--- config.mk ---
export PLATFORM = sky130hd
export DESIGN_NAME = alu_top
export DESIGN_NICKNAME = d
export VERILOG_FILES = /design/src/logic/alu_pkg.sv /design/src/logic/alu_op_decode.sv /design/src/logic/alu_datapath.sv /design/src/logic/alu_flags.sv /design/src/logic/alu_branch_mem.sv /design/src/logic/alu_top.sv
export VERILOG_INCLUDE_DIRS = /design/src /design/src/logic
export SDC_FILE = /design/constraint.sdc
export NUM_CORES = 1
export LEC_CHECK = 0
export BUFFER_PORTS_ARGS = -buffer_cell sky130_fd_sc_hd__buf_2
export CAP_MARGIN = 15
export CORE_UTILIZATION = 56
export DETAILED_ROUTE_END_ITERATION = 8
export GPL_ROUTABILITY_DRIVEN = 0
export GPL_TIMING_DRIVEN = 0
export MAX_ROUTING_LAYER = met4
export PLACE_DENSITY = 0.84
export RECOVER_POWER = 50
export SYNTH_ARGS = -nofsm -noshare
export SYNTH_HDL_FRONTEND = slang
export SYNTH_SLANG_ARGS = --single-unit
--- constraint.sdc ---
create_clock -name clk -period 7.2 [get_ports clk]
set_input_delay 0.36 -clock clk [delete_from_list [all_inputs] [get_ports clk]]
set_output_delay 0.36 -clock clk [all_outputs]
set_load 0.005 [all_outputs]
--- src/logic/alu_macros.svh ---
`ifndef ALU_MACROS_SVH
`define ALU_MACROS_SVH

// Data path and program counter width
`define ALU_DATA_W 16

// RAM word address width
`define ALU_ADDR_W 12

// Immediate field carried in v_data
`define ALU_IMM_W 8

// Flag bit positions in the flag vector and the setf/clrf mask
`define ALU_FLAG_SIGN  0
`define ALU_FLAG_ZERO  1
`define ALU_FLAG_OVF   2
`define ALU_FLAG_CARRY 3

`endif

--- src/logic/alu_pkg.sv ---
`default_nettype none

package alu_pkg;

  // Arithmetic and logic group code, as driven on op_al_code
  typedef enum logic [2:0] {
    al_and = 3'd0,
    al_or  = 3'd1,
    al_add = 3'd2,
    al_sub = 3'd3,
    al_xor = 3'd4
  } al_code_e;

  // Shift group code, which also carries inc/dec and the flag mask ops
  typedef enum logic [3:0] {
    sh_lsl  = 4'd0,
    sh_lsr  = 4'd1,
    sh_lsl8 = 4'd2,
    sh_lsr8 = 4'd3,
    sh_asr  = 4'd4,
    sh_inc  = 4'd5,
    sh_dec  = 4'd6,
    sh_setf = 4'd7,
    sh_clrf = 4'd8
  } shift_code_e;

  // Branch condition, upper four bits of op_branch_code
  typedef enum logic [3:0] {
    cond_always = 4'd0,
    cond_lt     = 4'd1,
    cond_ge     = 4'd2,
    cond_le     = 4'd3,
    cond_gt     = 4'd4,
    cond_ule    = 4'd5,
    cond_ugt    = 4'd6,
    cond_z      = 4'd7,
    cond_nz     = 4'd8,
    cond_c      = 4'd9,
    cond_nc     = 4'd10,
    cond_s      = 4'd11,
    cond_ns     = 4'd12,
    cond_v      = 4'd13,
    cond_nv     = 4'd14
  } br_cond_e;

  // One decoded operation per cycle
  typedef enum logic [4:0] {
    none,
    set_lo,
    set_hi,
    and_op,
    or_op,
    xor_op,
    add,
    sub,
    lsl,
    lsr,
    lsl8,
    lsr8,
    asr,
    inc,
    dec,
    setf,
    clrf,
    load,
    store,
    branch
  } alu_op_e;

endpackage

`default_nettype wire

--- src/logic/alu_op_decode.sv ---
`timescale 1ns/1ps
`default_nettype none

module alu_op_decode
(
  input  wire logic          op_set_val,
  input  wire logic          op_set_hi,
  input  wire logic          op_al_val,
  input  wire logic [2:0]    op_al_code,
  input  wire logic          op_shift_val,
  input  wire logic [3:0]    op_shift_code,
  input  wire logic          op_memory_val,
  input  wire logic          op_memory_st,
  input  wire logic          op_branch_val,
  input  wire logic [4:0]    op_branch_code,
  output alu_pkg::alu_op_e   op,
  output alu_pkg::br_cond_e  br_cond,
  output logic               br_relative
);

  // Condition field 15 has no meaning
  logic cond_valid;

  assign cond_valid = (op_branch_code[4:1] != 4'hf);

  // Strobe priority: set, al, shift, memory, branch
  always_comb
  begin
    op = alu_pkg::none;
    if (op_set_val)
    begin
      op = op_set_hi ? alu_pkg::set_hi : alu_pkg::set_lo;
    end
    else if (op_al_val)
    begin
      case (op_al_code)
        alu_pkg::al_and: op = alu_pkg::and_op;
        alu_pkg::al_or:  op = alu_pkg::or_op;
        alu_pkg::al_add: op = alu_pkg::add;
        alu_pkg::al_sub: op = alu_pkg::sub;
        alu_pkg::al_xor: op = alu_pkg::xor_op;
        default:         op = alu_pkg::none;
      endcase
    end
    else if (op_shift_val)
    begin
      case (op_shift_code)
        alu_pkg::sh_lsl:  op = alu_pkg::lsl;
        alu_pkg::sh_lsr:  op = alu_pkg::lsr;
        alu_pkg::sh_lsl8: op = alu_pkg::lsl8;
        alu_pkg::sh_lsr8: op = alu_pkg::lsr8;
        alu_pkg::sh_asr:  op = alu_pkg::asr;
        alu_pkg::sh_inc:  op = alu_pkg::inc;
        alu_pkg::sh_dec:  op = alu_pkg::dec;
        alu_pkg::sh_setf: op = alu_pkg::setf;
        alu_pkg::sh_clrf: op = alu_pkg::clrf;
        default:          op = alu_pkg::none;
      endcase
    end
    else if (op_memory_val)
    begin
      op = op_memory_st ? alu_pkg::store : alu_pkg::load;
    end
    else if (op_branch_val)
    begin
      op = cond_valid ? alu_pkg::branch : alu_pkg::none;
    end
  end

  // Branch code is {condition, relative}
  assign br_cond     = alu_pkg::br_cond_e'(op_branch_code[4:1]);
  assign br_relative = op_branch_code[0];

endmodule

`default_nettype wire

--- src/logic/alu_datapath.sv ---
`timescale 1ns/1ps
`default_nettype none

`include "alu_macros.svh"

module alu_datapath
(
  input  alu_pkg::alu_op_e            op,
  input  wire logic [`ALU_DATA_W-1:0] rf_ra,
  input  wire logic [`ALU_DATA_W-1:0] rf_rb,
  input  wire logic [`ALU_IMM_W-1:0]  v_data,
  input  wire logic [3:0]             flags,
  output logic [`ALU_DATA_W-1:0]      result,
  output logic                        carry_out,
  output logic                        overflow_out
);

  localparam int EXT_W = `ALU_DATA_W - `ALU_IMM_W;

  logic                   carry_in;
  logic [`ALU_DATA_W-1:0] imm_sext;
  logic [`ALU_DATA_W-1:0] imm_zext;

  // Shared adder operands
  logic [`ALU_DATA_W-1:0] add_b;
  logic                   add_cin;
  logic [`ALU_DATA_W:0]   sum;

  assign carry_in = flags[`ALU_FLAG_CARRY];
  assign imm_sext = {{EXT_W{v_data[`ALU_IMM_W-1]}}, v_data};
  assign imm_zext = {{EXT_W{1'b0}}, v_data};

  // Second operand and carry in per arithmetic op
  always_comb
  begin
    add_b   = '0;
    add_cin = 1'b0;
    case (op)
      alu_pkg::add:
      begin
        add_b   = rf_rb;
        add_cin = carry_in;
      end
      alu_pkg::sub:
      begin
        // Carry set means no borrow
        add_b   = ~rf_rb;
        add_cin = carry_in;
      end
      alu_pkg::inc:
      begin
        add_b   = imm_zext;
        add_cin = 1'b1;
      end
      alu_pkg::dec:
      begin
        // a + ~i is a - i - 1
        add_b   = ~imm_zext;
        add_cin = 1'b0;
      end
      default:
      begin
        add_b   = '0;
        add_cin = 1'b0;
      end
    endcase
  end

  assign sum = {1'b0, rf_ra} + {1'b0, add_b} + {{`ALU_DATA_W{1'b0}}, add_cin};

  assign carry_out = sum[`ALU_DATA_W];

  // Same-sign addends with a different-sign sum
  assign overflow_out = (rf_ra[`ALU_DATA_W-1] == add_b[`ALU_DATA_W-1]) &&
                        (sum[`ALU_DATA_W-1] != rf_ra[`ALU_DATA_W-1]);

  always_comb
  begin
    case (op)
      alu_pkg::set_lo: result = imm_sext;
      alu_pkg::set_hi: result = {v_data, rf_ra[EXT_W-1:0]};
      alu_pkg::and_op: result = rf_ra & rf_rb;
      alu_pkg::or_op:  result = rf_ra | rf_rb;
      alu_pkg::xor_op: result = rf_ra ^ rf_rb;
      alu_pkg::add,
      alu_pkg::sub,
      alu_pkg::inc,
      alu_pkg::dec:    result = sum[`ALU_DATA_W-1:0];
      // Single-bit shifts go through carry
      alu_pkg::lsl:    result = {rf_ra[`ALU_DATA_W-2:0], carry_in};
      alu_pkg::lsr:    result = {carry_in, rf_ra[`ALU_DATA_W-1:1]};
      alu_pkg::asr:    result = {rf_ra[`ALU_DATA_W-1], rf_ra[`ALU_DATA_W-1:1]};
      alu_pkg::lsl8:   result = {rf_ra[7:0], 8'h00};
      alu_pkg::lsr8:   result = {8'h00, rf_ra[`ALU_DATA_W-1:8]};
      // Store data goes out on the result bus
      alu_pkg::store:  result = rf_ra;
      default:         result = '0;
    endcase
  end

endmodule

`default_nettype wire

--- src/logic/alu_flags.sv ---
`timescale 1ns/1ps
`default_nettype none

`include "alu_macros.svh"

module alu_flags
(
  input  wire logic                   clk,
  input  wire logic                   rst,
  input  alu_pkg::alu_op_e            op,
  input  wire logic [`ALU_DATA_W-1:0] result,
  input  wire logic                   carry_out,
  input  wire logic                   overflow_out,
  input  wire logic [`ALU_IMM_W-1:0]  v_data,
  input  wire logic [`ALU_DATA_W-1:0] rf_ra,
  input  alu_pkg::br_cond_e           br_cond,
  output logic [3:0]                  flags,
  output logic                        cond_true
);

  logic [3:0] flags_nxt;
  logic [3:0] mask;
  logic       res_zero;
  logic       f_s;
  logic       f_z;
  logic       f_v;
  logic       f_c;
  logic       lt;
  logic       le;
  logic       ule;

  // Mask bits line up with the flag positions
  assign mask     = v_data[3:0];
  assign res_zero = (result == '0);

  always_comb
  begin
    flags_nxt = flags;
    case (op)
      alu_pkg::and_op,
      alu_pkg::or_op,
      alu_pkg::xor_op:
      begin
        flags_nxt[`ALU_FLAG_SIGN] = result[`ALU_DATA_W-1];
        flags_nxt[`ALU_FLAG_ZERO] = res_zero;
      end
      alu_pkg::add,
      alu_pkg::sub,
      alu_pkg::inc,
      alu_pkg::dec:
      begin
        flags_nxt[`ALU_FLAG_SIGN]  = result[`ALU_DATA_W-1];
        flags_nxt[`ALU_FLAG_ZERO]  = res_zero;
        flags_nxt[`ALU_FLAG_OVF]   = overflow_out;
        flags_nxt[`ALU_FLAG_CARRY] = carry_out;
      end
      // Carry takes the bit shifted out
      alu_pkg::lsl: flags_nxt[`ALU_FLAG_CARRY] = rf_ra[`ALU_DATA_W-1];
      alu_pkg::lsr,
      alu_pkg::asr: flags_nxt[`ALU_FLAG_CARRY] = rf_ra[0];
      alu_pkg::setf: flags_nxt = flags | mask;
      alu_pkg::clrf: flags_nxt = flags & ~mask;
      default: flags_nxt = flags;
    endcase
  end

  always_ff @(posedge clk)
  begin
    if (!rst)
      flags <= '0;
    else
      flags <= flags_nxt;
  end

  assign f_s = flags[`ALU_FLAG_SIGN];
  assign f_z = flags[`ALU_FLAG_ZERO];
  assign f_v = flags[`ALU_FLAG_OVF];
  assign f_c = flags[`ALU_FLAG_CARRY];

  // Signed and unsigned compare terms
  assign lt  = f_s ^ f_v;
  assign le  = lt | f_z;
  assign ule = ~f_c | f_z;

  always_comb
  begin
    case (br_cond)
      alu_pkg::cond_always: cond_true = 1'b1;
      alu_pkg::cond_lt:     cond_true = lt;
      alu_pkg::cond_ge:     cond_true = ~lt;
      alu_pkg::cond_le:     cond_true = le;
      alu_pkg::cond_gt:     cond_true = ~le;
      alu_pkg::cond_ule:    cond_true = ule;
      alu_pkg::cond_ugt:    cond_true = ~ule;
      alu_pkg::cond_z:      cond_true = f_z;
      alu_pkg::cond_nz:     cond_true = ~f_z;
      alu_pkg::cond_c:      cond_true = f_c;
      alu_pkg::cond_nc:     cond_true = ~f_c;
      alu_pkg::cond_s:      cond_true = f_s;
      alu_pkg::cond_ns:     cond_true = ~f_s;
      alu_pkg::cond_v:      cond_true = f_v;
      alu_pkg::cond_nv:     cond_true = ~f_v;
      default:              cond_true = 1'b0;
    endcase
  end

endmodule

`default_nettype wire

--- src/logic/alu_branch_mem.sv ---
`timescale 1ns/1ps
`default_nettype none

`include "alu_macros.svh"

module alu_branch_mem
(
  input  alu_pkg::alu_op_e            op,
  input  wire logic [`ALU_DATA_W-1:0] pc,
  input  wire logic [`ALU_DATA_W-1:0] rf_ra,
  input  wire logic [`ALU_IMM_W-1:0]  v_data,
  input  wire logic                   br_relative,
  input  wire logic                   cond_true,
  output logic [`ALU_ADDR_W-1:0]      ram_addr,
  output logic                        ram_write,
  output logic [`ALU_DATA_W-1:0]      next_pc,
  output logic                        taken_pc
);

  localparam int ADDR_EXT_W = `ALU_ADDR_W - `ALU_IMM_W;
  localparam int DATA_EXT_W = `ALU_DATA_W - `ALU_IMM_W;

  logic                   is_mem;
  logic                   is_branch;
  logic [`ALU_ADDR_W-1:0] mem_offset;
  logic [`ALU_ADDR_W-1:0] mem_addr;
  logic [`ALU_DATA_W-1:0] br_offset;
  logic [`ALU_DATA_W-1:0] br_target;

  assign is_mem    = (op == alu_pkg::load) || (op == alu_pkg::store);
  assign is_branch = (op == alu_pkg::branch);

  // Base plus unsigned offset, wraps inside the RAM
  assign mem_offset = {{ADDR_EXT_W{1'b0}}, v_data};
  assign mem_addr   = rf_ra[`ALU_ADDR_W-1:0] + mem_offset;

  assign ram_addr  = is_mem ? mem_addr : '0;
  assign ram_write = (op == alu_pkg::store);

  // Relative form adds the signed immediate to pc
  assign br_offset = {{DATA_EXT_W{v_data[`ALU_IMM_W-1]}}, v_data};
  assign br_target = br_relative ? (pc + br_offset) : rf_ra;

  // Target is presented even when the branch is not taken
  assign next_pc  = is_branch ? br_target : '0;
  assign taken_pc = is_branch && cond_true;

endmodule

`default_nettype wire

--- src/logic/alu_top.sv ---
`timescale 1ns/1ps
`default_nettype none

`include "alu_macros.svh"

module alu_top
(
  input  wire logic                   clk,
  input  wire logic                   rst,
  input  wire logic [`ALU_DATA_W-1:0] pc,
  input  wire logic                   op_set_val,
  input  wire logic                   op_set_hi,
  input  wire logic                   op_al_val,
  input  wire logic [2:0]             op_al_code,
  input  wire logic                   op_shift_val,
  input  wire logic [3:0]             op_shift_code,
  input  wire logic                   op_memory_val,
  input  wire logic                   op_memory_st,
  input  wire logic                   op_branch_val,
  input  wire logic [4:0]             op_branch_code,
  input  wire logic [`ALU_IMM_W-1:0]  v_data,
  input  wire logic [`ALU_DATA_W-1:0] rf_ra,
  input  wire logic [`ALU_DATA_W-1:0] rf_rb,
  output logic [`ALU_DATA_W-1:0]      result,
  output logic [`ALU_ADDR_W-1:0]      ram_addr,
  output logic                        ram_write,
  output logic [`ALU_DATA_W-1:0]      next_pc,
  output logic                        taken_pc
);

  alu_pkg::alu_op_e  op;
  alu_pkg::br_cond_e br_cond;
  logic              br_relative;
  logic              carry_out;
  logic              overflow_out;
  logic [3:0]        flags;
  logic              cond_true;

  alu_op_decode u_decode
  (
    .op_set_val     (op_set_val),
    .op_set_hi      (op_set_hi),
    .op_al_val      (op_al_val),
    .op_al_code     (op_al_code),
    .op_shift_val   (op_shift_val),
    .op_shift_code  (op_shift_code),
    .op_memory_val  (op_memory_val),
    .op_memory_st   (op_memory_st),
    .op_branch_val  (op_branch_val),
    .op_branch_code (op_branch_code),
    .op             (op),
    .br_cond        (br_cond),
    .br_relative    (br_relative)
  );

  alu_datapath u_datapath
  (
    .op           (op),
    .rf_ra        (rf_ra),
    .rf_rb        (rf_rb),
    .v_data       (v_data),
    .flags        (flags),
    .result       (result),
    .carry_out    (carry_out),
    .overflow_out (overflow_out)
  );

  // Flags seen by the next instruction
  alu_flags u_flags
  (
    .clk          (clk),
    .rst          (rst),
    .op           (op),
    .result       (result),
    .carry_out    (carry_out),
    .overflow_out (overflow_out),
    .v_data       (v_data),
    .rf_ra        (rf_ra),
    .br_cond      (br_cond),
    .flags        (flags),
    .cond_true    (cond_true)
  );

  alu_branch_mem u_branch_mem
  (
    .op          (op),
    .pc          (pc),
    .rf_ra       (rf_ra),
    .v_data      (v_data),
    .br_relative (br_relative),
    .cond_true   (cond_true),
    .ram_addr    (ram_addr),
    .ram_write   (ram_write),
    .next_pc     (next_pc),
    .taken_pc    (taken_pc)
  );

endmodule

`default_nettype wire

==> results of run 1 <==
power by group through the flow:
| stage | combinational (W) | clock, W | sequential (W) |
|---|---|---|---|
| 3_3_place_gp | 0.000382 | 0 | 0.0000248 |
| 4_1_cts | 0.000397 | 0.0000486 | 0.0000246 |
| 2_1_floorplan | 0.000261 | 0 | 0.0000246 |
| 6_report | 0.000411 | 0.0000482 | 0.0000246 |
| 5_1_grt | 0.000442 | 0.0000495 | 0.0000247 |
| 3_5_place_dp | 0.000394 | 0 | 0.0000249 |
path summary, 6_finish.rpt:
kind	slack [ns]	depth (start not counted)	end
hold reg to reg	0.55	2	u_flags.flags[0]
setup reg to reg	2.55	14	u_flags.flags[1]
setup / recovery	0.29	22	u_flags.flags[1]
hold / removal	0.40	3	u_flags.flags[1]
area by class of cell:
cell class                 count  area [um2]  area share
multi-input combinational    598        4390       0.779
sequential                     4        80.1      0.0142
clock buffer                   3        41.3     0.00733
antenna                        1        2.50    0.000444
tap                          105         131      0.0233
buffer                        34         164      0.0291
inverter                      62         233      0.0413
timing repair buffer         121         594       0.106
worst max-delay path, cell delays in order:
cell and delay (ns):
buf_2 0.10, buf_2 0.16, nor3b_1 0.38, a211o_1 0.21
a31o_2 0.19, clkbuf_1 0.36, buf_1 0.49, clkbuf_1 0.43
nor2_1 0.25, a21oi_1 0.19, o22ai_1 0.11, fa_1 0.49
fa_1 0.43, a21o_1 0.22, a211o_1 0.31, or2_2 0.31
a31oi_1 0.27, xnor2_1 0.13, a2111o_1 0.44, or4_1 0.54
or3_1 0.35, o41ai_2 0.32
cells in the final DEF (no fill, tap or decap), types with 24 or more instances in the layout:
cell type    n
a21oi_1     53
buf_2      100
clkbuf_1    31
ha_1        70
inv_1       60
mux2i_1     24
nand2_1     52
nor2_1      53
o21ai_0     41
xnor2_1     45
stage by stage:
stage | hold slack [ns] | setup TNS [ns] | std cells | setup WS [ns]
floorplan | 0.469 | 0 | 699 | 0.638
detailed placement | 0.537 | -0.363 | 925 | -0.363
finish | 0.398 | 0 | 928 | 0.294
CTS | 0.388 | 0 | 928 | 0.0334
global placement | 0.507 | -0.350 | 924 | -0.350
global route | 0.405 | 0 | 928 | 0.0594
routing by layer:
| metal | track usage | wire length (um) | vias up |
|---|---|---|---|
| li1 | - | - | 2846 |
| met1 | 0.499 | 6950 | 2815 |
| met2 | 0.614 | 7690 | 486 |
| met3 | 0.0885 | 2370 | 130 |
| met4 | 0.253 | 1370 | 0 |
| met5 | - | 0 | - |
cells by family after synthesis:
| kind of cell | share of synthesized area |
|---|---|
| AOI/OAI and AO/OA | 0.334 |
| and+or+nand+nor | 0.224 |
| buffers and inverters | 0.0815 |
| adders and majority gates | 0.196 |
| xor gates and xnor gates | 0.0936 |
| muxes | 0.0540 |
| DFF | 0.0165 |
==> flow_metrics.py, run 1 <==
metrics = {
    "setup_path": {
        "critPathMaxFanout": 10,
        "crit_required_ns": 7.33,
        "rr_startpoint": "u_flags.flags[3]",
        "critPathArrivalTime_ns": 7.03,
        "startpoint": "op_shift_val",
        "startpoint_type": "primary input",
        "path_class": "primary input to flip-flop",
        "endpoint_kind": "flip-flop",
    },
    "drt": {
        "viasPerCell": 6.76,
        "drc_errors": 0,
        "num_vias": 6277,
        "drtPass1Iterations": 8,
        "wl_per_cell_um": 19.8,
        "ant_nets": 0,
        "drt_wl_total_mm": 18.4,
        "dr.first_iter.drc_count": 923,
    },
    "grt": {
        "overflow": 0,
        "grt_pass1_vias": 5734,
        "antenna_found_initial": 1,
        "track_usage": 0.410,
        "grt_max_degree": 16,
        "grt_pass1_wl_mm": 28.0,
    },
    "timing": {
        "slew_headroom": 0.185,
        "slew_violations": 0,
        "fin_crit_sh": 0.959,
        "rsz0062_at_grt": "false",
        "fin_crit_ns": 6.91,
        "finalSetupViolations": 0,
        "fmax_mhz": 145,
        "hold_viol_final": 0,
        "tightest_slew_ns": 1.22,
        "finClkSkew_ns": 0.00301,
    },
    "die": {
        "row_count": 33,
        "start_util": 0.586,
        "core_area_um2": 8300,
        "die_w_um": 95.2,
        "die-area_um2": 9070,
        "io_pins": 123,
        "die-height_um": 95.2,
    },
    "final_layout": {
        "drive_gt1_frac": 0.164,
        "nFillCells": 741,
        "final_design_area_no_fill_um2": 5630,
        "top_regs": "u_flags.flags x4",
        "largest_register_ffs": 4,
        "syn2layout_area_growth_pct": 15.7,
        "finalCoreUtilization": 0.679,
        "top_register": "u_flags.flags",
        "nNetsFinal": 975,
    },
    "power": {
        "p_int_w": 0.000224,
        "p_sw_w": 0.000260,
        "vdd_drop_max_mv": 0.0470,
        "clkPwrFrac": 0.100,
        "power_w": 0.000484,
        "p_leak_nw": 2.71,
        "seq_power_share": 0.051,
        "power_frac_comb": 0.850,
        "powerDensity_nw_per_um2": 86.0,
        "netSwitchingFraction": 0.536,
    },
    "status": {
        "status": "complete, no violations",
    },
    "synthesis": {
        "synthTopCellsByArea": "ha_1 (18%), xnor2_1 (8.1%), a21oi_1 (5.4%), mux2i_1 (4.9%), inv_1 (4.6%)",
        "yosysWarnings": 0,
        "avgSynthCellArea_um2": 6.96,
        "synthCells": 699,
        "synth_nets": 850,
        "yosys_most_used_dff": "dfxtp_1",
        "synth-seq-cells": 4,
        "synth_area_um2": 4870,
        "seq_area_frac_synth": 0.0165,
        "yosysMostFrequentCell": "ha_1",
        "synthArstFlopShare": 0,
        "synth_cell_types": 74,
        "synth_top_area_frac": 0.180,
        "yosys.area.top_type": "ha_1",
        "synth_common_cells": "ha_1 (70), inv_1 (60), a21oi_1 (53), nor2_1 (53), nand2_1 (52)",
        "synth_edf_count": 0,
    },
    "cts": {
        "htree_levels": 1,
        "cts_made_buffers": 3,
        "cts.sink_count": 4,
        "cts_root_buffer": "clkbuf_8",
        "cts_resized": 1,
        "postCtsSetupRepairBufs": 0,
        "clk_latency_ns": 0.22,
        "clk_pin_slew_ns": 0.03,
        "hold_buffers": 0,
        "cts_tree": "built",
        "cts_max_path_buffers": 2,
    },
    "place": {
        "placed_cell_area_um2": 5610,
        "portBuffers": 120,
        "place_hpwl_mm": 14.3,
    },
    "job": {
        "max_cap_viol_count": 0,
    },
    "min_path": {
        "hold_class": "primary input to flip-flop",
        "timing.hold.worst.start": "rst",
    },
}
No activity file was read; power rests on OpenSTA's default activity.
==> inputs of run 2 (changes only) <==
--- a/config.mk
+++ b/config.mk
@@ -12,7 +12,6 @@
 export DETAILED_ROUTE_END_ITERATION = 8
 export GPL_ROUTABILITY_DRIVEN = 0
 export GPL_TIMING_DRIVEN = 0
-export MAX_ROUTING_LAYER = met4
 export PLACE_DENSITY = 0.84
 export RECOVER_POWER = 50
 export SYNTH_ARGS = -nofsm -noshare
==> flow_metrics.py, run 2 (synthesis gave the netlist of run 1 again) <==
metrics = {
    "timing": {
        "fmax_mhz": 146,
        "tightest_slew_ns": 1.16,
        "fin_crit_ns": 6.87,
        "finalSetupViolations": 0,
        "finClkSkew_ns": 0.00244,
        "fin_crit_sh": 0.954,
        "slew_violations": 0,
        "hold_viol_final": 0,
        "rsz0062_at_grt": "false",
        "tns_ns": 0,
        "slew_headroom": 0.221,
    },
    "setup_path": {
        "path_class": "primary input to flip-flop",
        "crit_end": "u_flags.flags[1]",
        "crit_required_ns": 7.33,
        "endpoint_kind": "flip-flop",
        "startpoint_type": "primary input",
        "critPathArrivalTime_ns": 6.99,
        "critPathMaxFanout": 10,
        "rr_startpoint": "u_flags.flags[3]",
        "startpoint": "op_shift_val",
        "rrSetupSlack_ns": 2.56,
        "worstRegToRegCells": 14,
        "r2r-end": "u_flags.flags[1]",
    },
    "place": {
        "portBuffers": 120,
        "dp.cells": 925,
        "placed_cell_area_um2": 5610,
        "place_hpwl_mm": 14.3,
    },
    "die": {
        "row_count": 33,
        "io_pins": 123,
        "die-area_um2": 9070,
        "core_area_um2": 8300,
        "start_util": 0.586,
        "die-height_um": 95.2,
        "die_w_um": 95.2,
    },
    "power": {
        "powerDensity_nw_per_um2": 85.8,
        "netSwitchingFraction": 0.535,
        "clkPwrFrac": 0.100,
        "power_frac_comb": 0.849,
        "p_leak_nw": 2.71,
        "seq_power_share": 0.051,
        "power_w": 0.000483,
        "p_sw_w": 0.000259,
        "p_int_w": 0.000224,
        "vdd_drop_max_mv": 0.0471,
    },
    "grt": {
        "grt_pass1_wl_mm": 28.1,
        "grt_pass1_vias": 5727,
        "grt_util_met3": 0.0805,
        "grt_use_met2": 0.620,
        "grt_max_degree": 16,
        "track_usage": 0.400,
        "global_route.usage.met1": 0.505,
        "antenna_found_initial": 1,
        "overflow": 0,
        "gr-max-usage-layer": "met2",
    },
    "cts": {
        "cts_resized": 1,
        "clk_latency_ns": 0.22,
        "postCtsSetupRepairBufs": 0,
        "cts.sink_count": 4,
        "cts_root_buffer": "clkbuf_8",
        "htree_levels": 1,
        "clk_pin_slew_ns": 0.03,
        "cts_max_path_buffers": 2,
        "cts_tree": "built",
        "hold_buffers": 0,
        "cts_made_buffers": 3,
    },
    "final_layout": {
        "nFillCells": 742,
        "top_regs": "u_flags.flags x4",
        "drive_gt1_frac": 0.164,
        "top_register": "u_flags.flags",
        "most-common-layout-cells": "buf_2 (100), ha_1 (70), inv_1 (60)",
        "nNetsFinal": 975,
        "syn2layout_area_growth_pct": 15.7,
        "final_common_cell": "buf_2",
        "largest_register_ffs": 4,
        "fin_cells": 927,
        "final_design_area_no_fill_um2": 5630,
        "diodes": 0,
    },
    "min_path": {
        "hold_class": "primary input to flip-flop",
    },
    "drt": {
        "dr.first_iter.drc_count": 846,
        "num_vias": 6240,
        "viasPerCell": 6.73,
        "wl_per_cell_um": 19.8,
        "drc_errors": 0,
        "ant_nets": 0,
        "drtPass1Iterations": 6,
        "drt_wl_total_mm": 18.4,
    },
    "job": {
        "max_cap_viol_count": 0,
    },
    "status": {
        "status": "complete, no violations",
    },
}
run 2: critical path, cell delays in order:
cell and delay (ns):
buf_2 0.10, buf_2 0.16, nor3b_1 0.36, a211o_1 0.21, a31o_2 0.18, clkbuf_1 0.35
buf_1 0.45, clkbuf_1 0.44, nor2_1 0.25, a21oi_1 0.20, o22ai_1 0.11, fa_1 0.48
fa_1 0.43, a21o_1 0.22, a211o_1 0.31, or2_2 0.31, a31oi_1 0.27, xnor2_1 0.13
a2111o_1 0.44, or4_1 0.54, or3_1 0.35, o41ai_2 0.32
run 2: how the worst min path moves through the flow:
stage / cells after the start / to / slack [ns] / start
after floorplan: 2 / u_flags.flags[1] / 0.47 / rst
after global placement: 2 / u_flags.flags[0] / 0.51 / u_flags.flags[0]
after detailed placement: 2 / u_flags.flags[0] / 0.54 / u_flags.flags[0]
after CTS: 3 / u_flags.flags[1] / 0.39 / rst
after global routing: 3 / u_flags.flags[1] / 0.40 / rst
final: 3 / u_flags.flags[1] / 0.39 / rst
run 2: routing by layer:
layer  vias to the layer above  wire length [um]
met3                       152              2320
met1                      2785              6960
li1                       2841                 -
met5                         -                23
met4                         2              1440
met2                       460              7600
run 2: power by group through the flow:
stage	logic (W)	registers, W	clock network (W)
4_1_cts	0.000397	0.0000246	0.0000486
3_5_place_dp	0.000394	0.0000249	0
6_report	0.000410	0.0000246	0.0000482
3_3_place_gp	0.000382	0.0000248	0
5_1_grt	0.000442	0.0000247	0.0000495
2_1_floorplan	0.000261	0.0000246	0
run 2: final cells by class:
class / instances / area, um2 / area share
Multi-Input combinational cell: 598 / 4390 / 0.779
Timing Repair Buffer: 121 / 594 / 0.106
Inverter: 62 / 233 / 0.0413
Buffer: 34 / 164 / 0.0291
Tap cell: 105 / 131 / 0.0233
Sequential cell: 4 / 80.1 / 0.0142
Clock buffer: 3 / 41.3 / 0.00733
run 2: metrics by stage:
stage,hold WS (ns),util,setup WS (ns)
2_1_floorplan,0.469,-,0.638
3_3_place_gp,0.507,0.675,-0.350
3_5_place_dp,0.537,0.676,-0.363
4_1_cts,0.388,0.681,0.0334
5_1_grt,0.405,0.678,0.0717
6_report,0.391,0.678,0.333
